===== src/design/rv_isa_pkg.sv =====
// RV32I widths, memory sizing and the encodings for ALU ops, branch types and operand selects
`default_nettype none

package rv_isa_pkg;

    // Datapath and register index widths
    localparam int XLEN       = 32;
    localparam int REG_ADDR_W = 5;

    // Word-addressed data memory, 1 KiB
    localparam int DMEM_WORDS  = 256;
    localparam int DMEM_ADDR_W = 8;      // log2(DMEM_WORDS)

    typedef enum logic [3:0] {
        ADD    = 4'd0,
        SUB    = 4'd1,
        SLL    = 4'd2,
        SLT    = 4'd3,                   // Signed set-less-than
        SLTU   = 4'd4,
        XOR    = 4'd5,
        SRL    = 4'd6,
        SRA    = 4'd7,                   // Arithmetic, sign fills from the left
        OR     = 4'd8,
        AND    = 4'd9,
        PASS_B = 4'd10                   // LUI style, result is operand B
    } alu_op_e;

    // Branch condition, NONE for ops that never redirect
    typedef enum logic [3:0] {
        NONE = 4'd0,
        BEQ  = 4'd1,
        BNE  = 4'd2,
        BLT  = 4'd3,
        BGE  = 4'd4,
        BLTU = 4'd5,
        BGEU = 4'd6,
        JAL  = 4'd7,                     // Unconditional, pc relative
        JALR = 4'd8                      // Unconditional, register relative
    } br_type_e;

    typedef enum logic [1:0] {
        RS1  = 2'd0,
        PC   = 2'd1,                     // AUIPC and jumps
        ZERO = 2'd2
    } a_sel_e;

    typedef enum logic {
        RS2 = 1'b0,
        IMM = 1'b1
    } b_sel_e;

endpackage

`default_nettype wire


===== src/design/reg_file.sv =====
// Integer register file, x0 hardwired to zero, two async reads with write-through
`default_nettype none

module reg_file
    import rv_isa_pkg::*;
(
    input  logic                  clk,
    input  logic                  rst,
    input  logic [REG_ADDR_W-1:0] rs1,
    input  logic [REG_ADDR_W-1:0] rs2,
    output logic [XLEN-1:0]       rs1_data,
    output logic [XLEN-1:0]       rs2_data,
    input  logic                  we,
    input  logic [REG_ADDR_W-1:0] rd,
    input  logic [XLEN-1:0]       wd
);

    logic [XLEN-1:0] regs [1:31];      // No storage behind x0

    always_ff @(posedge clk or posedge rst)
    begin
        if (rst)
        begin
            for (int i = 1; i < 32; i++)
                regs[i] <= '0;
        end
        else if (we && (rd != '0))
            regs[rd] <= wd;
    end

    // Same-cycle write shows on the read port
    assign rs1_data = (rs1 == '0)             ? '0 :
                      (we && (rd == rs1))     ? wd : regs[rs1];
    assign rs2_data = (rs2 == '0)             ? '0 :
                      (we && (rd == rs2))     ? wd : regs[rs2];

endmodule

`default_nettype wire


===== config.mk =====
export PLATFORM = sky130hd
export DESIGN_NAME = reg_file
export DESIGN_NICKNAME = d
export VERILOG_FILES = /design/src/design/rv_isa_pkg.sv /design/src/design/reg_file.sv
export SDC_FILE = /design/constraint.sdc
export NUM_CORES = 2
export LEC_CHECK = 0
export BUFFER_PORTS_ARGS = -buffer_cell sky130_fd_sc_hd__buf_2
export CAP_MARGIN = 0
export CORE_UTILIZATION = 52
export DETAILED_ROUTE_END_ITERATION = 7
export GPL_ROUTABILITY_DRIVEN = 0
export PLACE_DENSITY_LB_ADDON = 0.15
export RECOVER_POWER = 100
export SLEW_MARGIN = 20
export SYNTH_ARGS = -nofsm -noshare
export SYNTH_HDL_FRONTEND = slang
export SYNTH_SLANG_ARGS = --single-unit

===== constraint.sdc =====
create_clock -name clk -period 37.7 [get_ports clk]
set_input_delay 3.77 -clock clk [delete_from_list [all_inputs] [get_ports clk]]
set_output_delay 3.77 -clock clk [all_outputs]
set_load 0.05 [all_outputs]

Yosys cells after proc, flatten, opt, wreduce, memory -nomap -nowiden
Index checks and enable logic that the tools add are counted.
Widths: inputs -> output; s select.
{"block": "totals", "regBits": 992, "latch_bits": 0, "ram_bits": 0, "romBits": 0, "in_bits": 50, "out_inout_bits": 64, "word_cells": 60, "memories": 0}
{"block": "classes", "addsub": 0, "n_mul": 0, "div_mod_pow": 0, "order_cmp": 4, "n_eq_ne": 2, "shift": 0, "mux": 13, "bitwise": 3, "reduce_logical": 7}
{"cell": "$bwmux 992", "count": 1}
{"cell": "$bmux 32 s5", "count": 2}
{"cell": "$mux 32", "count": 9}
{"cell": "$demux 32 s5", "count": 1}
{"cell": "$ge 6x6->1 const B", "count": 3}
{"cell": "$not 5->6", "count": 3}
{"cell": "$eq 5x5->1", "count": 2}
{"cell": "$logic_not 5->1", "count": 2}
{"cell": "$lt 6x1->1 const B", "count": 1}
{"cell": "$reduce_bool 5->1", "count": 1}
{"cell": "$logic_and 1x1->1", "count": 4}

Logic depth before layout (Yosys ltp)
{"block": "logic_depth", "depth_word": 6, "mapped_depth": 9, "depth_no_buf": 5}

Worst setup path after synthesis
No wires, ideal clock.
{"block": "synth_timing", "kind": "in2out", "startpoint": "input rs1[4]", "endpoint": "output rs1_data[17]", "t_arrival_ns": 6.448, "t_required_ns": 33.930, "path_slack_ns": 27.482, "stages": 8, "n_path_buf": 4, "path_cell_list": "buf_2 > buf_6 > buf_6 > inv_2 > nand3_1 > clkbuf_1 > o22ai_1 > o41ai_1"}
{"block": "synth_between", "elab_chain_len": 6, "elab_cells_between_ends": 9, "classes_between": "1 x eq/ne; 5 x mux; 1 x bitwise; 2 x reduce/logical"}
{"item": "start: declaration", "line_no": "reg_file.sv:9", "rtl": "input logic [REG_ADDR_W-1:0] rs1,"}
{"item": "$not 5->6 (implied by the code)", "line_no": "reg_file.sv:33", "rtl": "(we && (rd == rs1)) ? wd : regs[rs1];"}
{"item": "$bmux 32 s5", "line_no": "reg_file.sv:33"}
{"item": "$mux 32 (implied by the code) (2 in series)", "line_no": "reg_file.sv:33"}
{"item": "$mux 32", "line_no": "reg_file.sv:33"}
{"item": "$mux 32 *", "line_no": "reg_file.sv:32", "rtl": "assign rs1_data = (rs1 == '0) ? '0 :"}
{"item": "end: declaration", "line_no": "reg_file.sv:11", "rtl": "output logic [XLEN-1:0] rs1_data,"}
Mark *: on every way between the ends. The rest lies on a longest branch, timed or not. The select of a mux whose other input is x is not followed.

Worst setup path after layout
{"block": "layout_timing", "startpoint": "input rs1[0]", "endpoint": "output rs1_data[24]"}
Same word-level chain as after synthesis.

==> qor.yml <==
die:
  dieArea_um2: 105000
  die_h_um: 324
  initial_utilization_pct: 52.8
  ioPinCount: 114
  die_x_um: 324
  row_count: 117
  core-area_um2: 102000
timing:
  rsz0062_at_grt: "false"
  fmax_ghz: 0.0418
  tightest_slew_ns: 9.46
  setup_viol: 0
  fin_crit_ns: 23.93
  slew_headroom_pct: -530
  hold_viol: 0
  period_share_pct: 63.5
  clock-skew-final_ns: 0
  finalSetupTns_ns: 0
  finalMaxSlewViolations: 2408
global_routing:
  grt_pass1_wl_mm: 271
  grt.total_usage_pct: 35.9
  grt_max_degree: 181
  antenna_found_initial: 15
  grt_overflow: 0
  grt_pass1_vias: 37800
placement:
  dp_cells: 4853
  numPortBuffers: 113
  hpwlAfterDp_mm: 109
critical_path:
  worstSetupPathType: "in -> out"
  path_max_fanout: 105
  cp-end-kind: "output port"
  critPathLaunchType: "input pin"
  cp_top_family: "buffers and inverters"
  slowest_delay_ns: 6.01
  crit_chain: "clkbuf_1 -> clkbuf_1 -> clkbuf_1 -> or3_1 -> o21ai_0 -> clkbuf_1 -> nor3_1 -> a22o_1 -> clkbuf_1"
  arrival_ns: 20.16
  crit_path_frequent_cell: "clkbuf_1"
  required_ns: 33.93
  crit_buf_inv: 5
  cp_slowest_cell: "clkbuf_1"
power:
  intPower_w: 0.00234
  vdd_ir_drop_max_v: 0.0000387
  pwr-share-comb_pct: 21.8
  sw_frac_of_total_pct: 28.7
  cellLeakagePower_nw: 25.0
  p_sw_w: 0.000940
  power_density_nw_per_um2: 56.0
  clockPowerShare_pct: 34.4
  seqPwrFrac_pct: 43.8
logic_synthesis:
  synth-simple-area-share_pct: 2.71
  synthXorXnorAreaFrac_pct: 0.176
  synth_seq_cells: 992
  ys_types: 60
  synth_fa_ha_area_share_pct: 0
  seq_area_frac_synth_pct: 46.0
  synth_top_family_by_area: "multiplexers"
  synthCells: 3674
  synthArstFlopShare_pct: 100
  yosys.area.top_type: "dfrtp_1"
  synth_ff_type: "dfrtp_1"
  avgSynthCellArea_um2: 14.7
  synth.net_count: 3724
  synth_warnings: 0
  synth.area.mux_share_pct: 42.2
  syn_area_um2: 54000
  synth-edff-count: 0
  synth_top_area_share_pct: 46.0
  netlist_top_cells_area: "dfrtp_1 46%, mux2_2 21%, mux4_2 18%, mux2i_1 2.2%, buf_2 1.2%"
  synth_compound_area_share_pct: 5.02
routing:
  drtPass1Iterations: 6
  drt_wl_total_mm: 187
  drc_errors: 0
  drt_iter0_markers: 4503
  ant_nets: 0
  avgViaCountPerCell: 7.25
  vias: 36600
  wl_per_cell_um: 36.9
clock_tree:
  cts_tree: "yes"
  cts_sinks: 992
  cts_max_level: 3
  postCtsHoldBufs: 0
  clockRootBuffer: "clkbuf_16"
  postCtsSetupBuffers: 0
  cts_buffers: 109
  insertion_delay_ns: 0.67
  post_cts_resized: 0
  clk_path_buf_depth: 3
  cts.clk_slew.worst_paths_ns: 0.06
final_layout:
  drive_above_1_share_pct: 48.0
  instances_no_fill: 5056
  most-common-layout-cells: "1,020 x mux2_2, 992 x dfrtp_1, 420 x mux4_2"
  top_register: "regs"
  final_common_cell: "mux2_2"
  largest_reg_flops: 992
  top_regs: "regs: 992 flops"
  final_nets: 3646
  fill_cells: 8004
  area_growth_pct: 8.43
flow_run:
  maxCapViolations: 68
hold_path:
  hp-class: "reg -> reg"
run_status:
  status: "finished with violations"
  violations: "max-capacitance violations, max-slew violations"
[stage by stage]
stage | setup slack, ns | utilization, % | hold slack, ns | total power [W] | cell area (um^2)
after CTS | 25.57 | 57.7 | 0.511 | 0.00327 | 59100
after floorplan | 6.02 | - | 0.470 | 0.00195 | 54000
after global routing | 12.88 | 57.2 | 0.523 | 0.00339 | 58500
final | 13.77 | 57.2 | 0.511 | 0.00328 | 58500
after global placement | 25.66 | 54.0 | 0.482 | 0.00210 | 55200
after detailed placement | 25.59 | 54.0 | 0.498 | 0.00215 | 55300
[cells by family (layout without fill, tap and decap cells)]
group	after synthesis	in the layout
AOI/OAI and AO/OA	334	334
xor gates and xnor gates	10	10
buffers and inverters	409	420
DFF	992	992
muxes	1618	1618
other	0	3
and+or+nand+nor	311	311
[cells in the mapped netlist (12+ instances only)]
library cell and count:
a221o_1 13, and2_1 12, mux2i_1 121, o221ai_1 22, nand2_1 78, buf_1 51
buf_6 37, o22ai_1 59, buf_2 128, buf_4 36, mux2_1 55, mux2_2 1022
clkbuf_1 151, dfrtp_1 992, a221oi_1 71, nor3_1 62, a22o_1 31, a211oi_1 44
a211oi_2 16, mux4_2 420, nor2_1 89, nand3_1 28
[power groups by stage]
stage               Combinational, W  Clock [W]  Sequential [W]
finish                      0.000715    0.00113         0.00144
detailed placement          0.000706          0         0.00144
global route                0.000755    0.00118         0.00146
floorplan                   0.000563          0         0.00139
CTS                         0.000709    0.00114         0.00143
global placement            0.000685          0         0.00142
[final timing paths]
path,start,to,slack [ns],cells past startpoint
max,rs1[0],rs1_data[24],13.77,9
min,regs[358],regs[358],0.51,1
max reg2reg,regs[934],regs[934],36.84,1
min reg2reg,regs[358],regs[358],0.51,1
max in group asynchronous,rst,regs[979],21.32,5
min in group asynchronous,rst,regs[675],5.00,2
[cell type report]
type                    count  area (um^2)  area share, %
diodes                      3         7.51         0.0128
clock buffers             162         3240           5.54
clock inverters            38          524          0.895
inverters                   6         27.5         0.0470
multi-input cells        2273        27100           46.3
flip-flops and latches    992        24800           42.4
well taps                1368         1710           2.92
repair buffers            214         1090           1.86
[layer usage]
metal	track usage [%]	routed length [um]	up-vias
li1	-	-	14100
met1	48.7	73000	19600
met2	54.0	83500	2281
met3	8.96	19000	575
met4	18.4	11000	12
met5	0	88	-
Note: power is estimated with default switching activity, not from simulation.
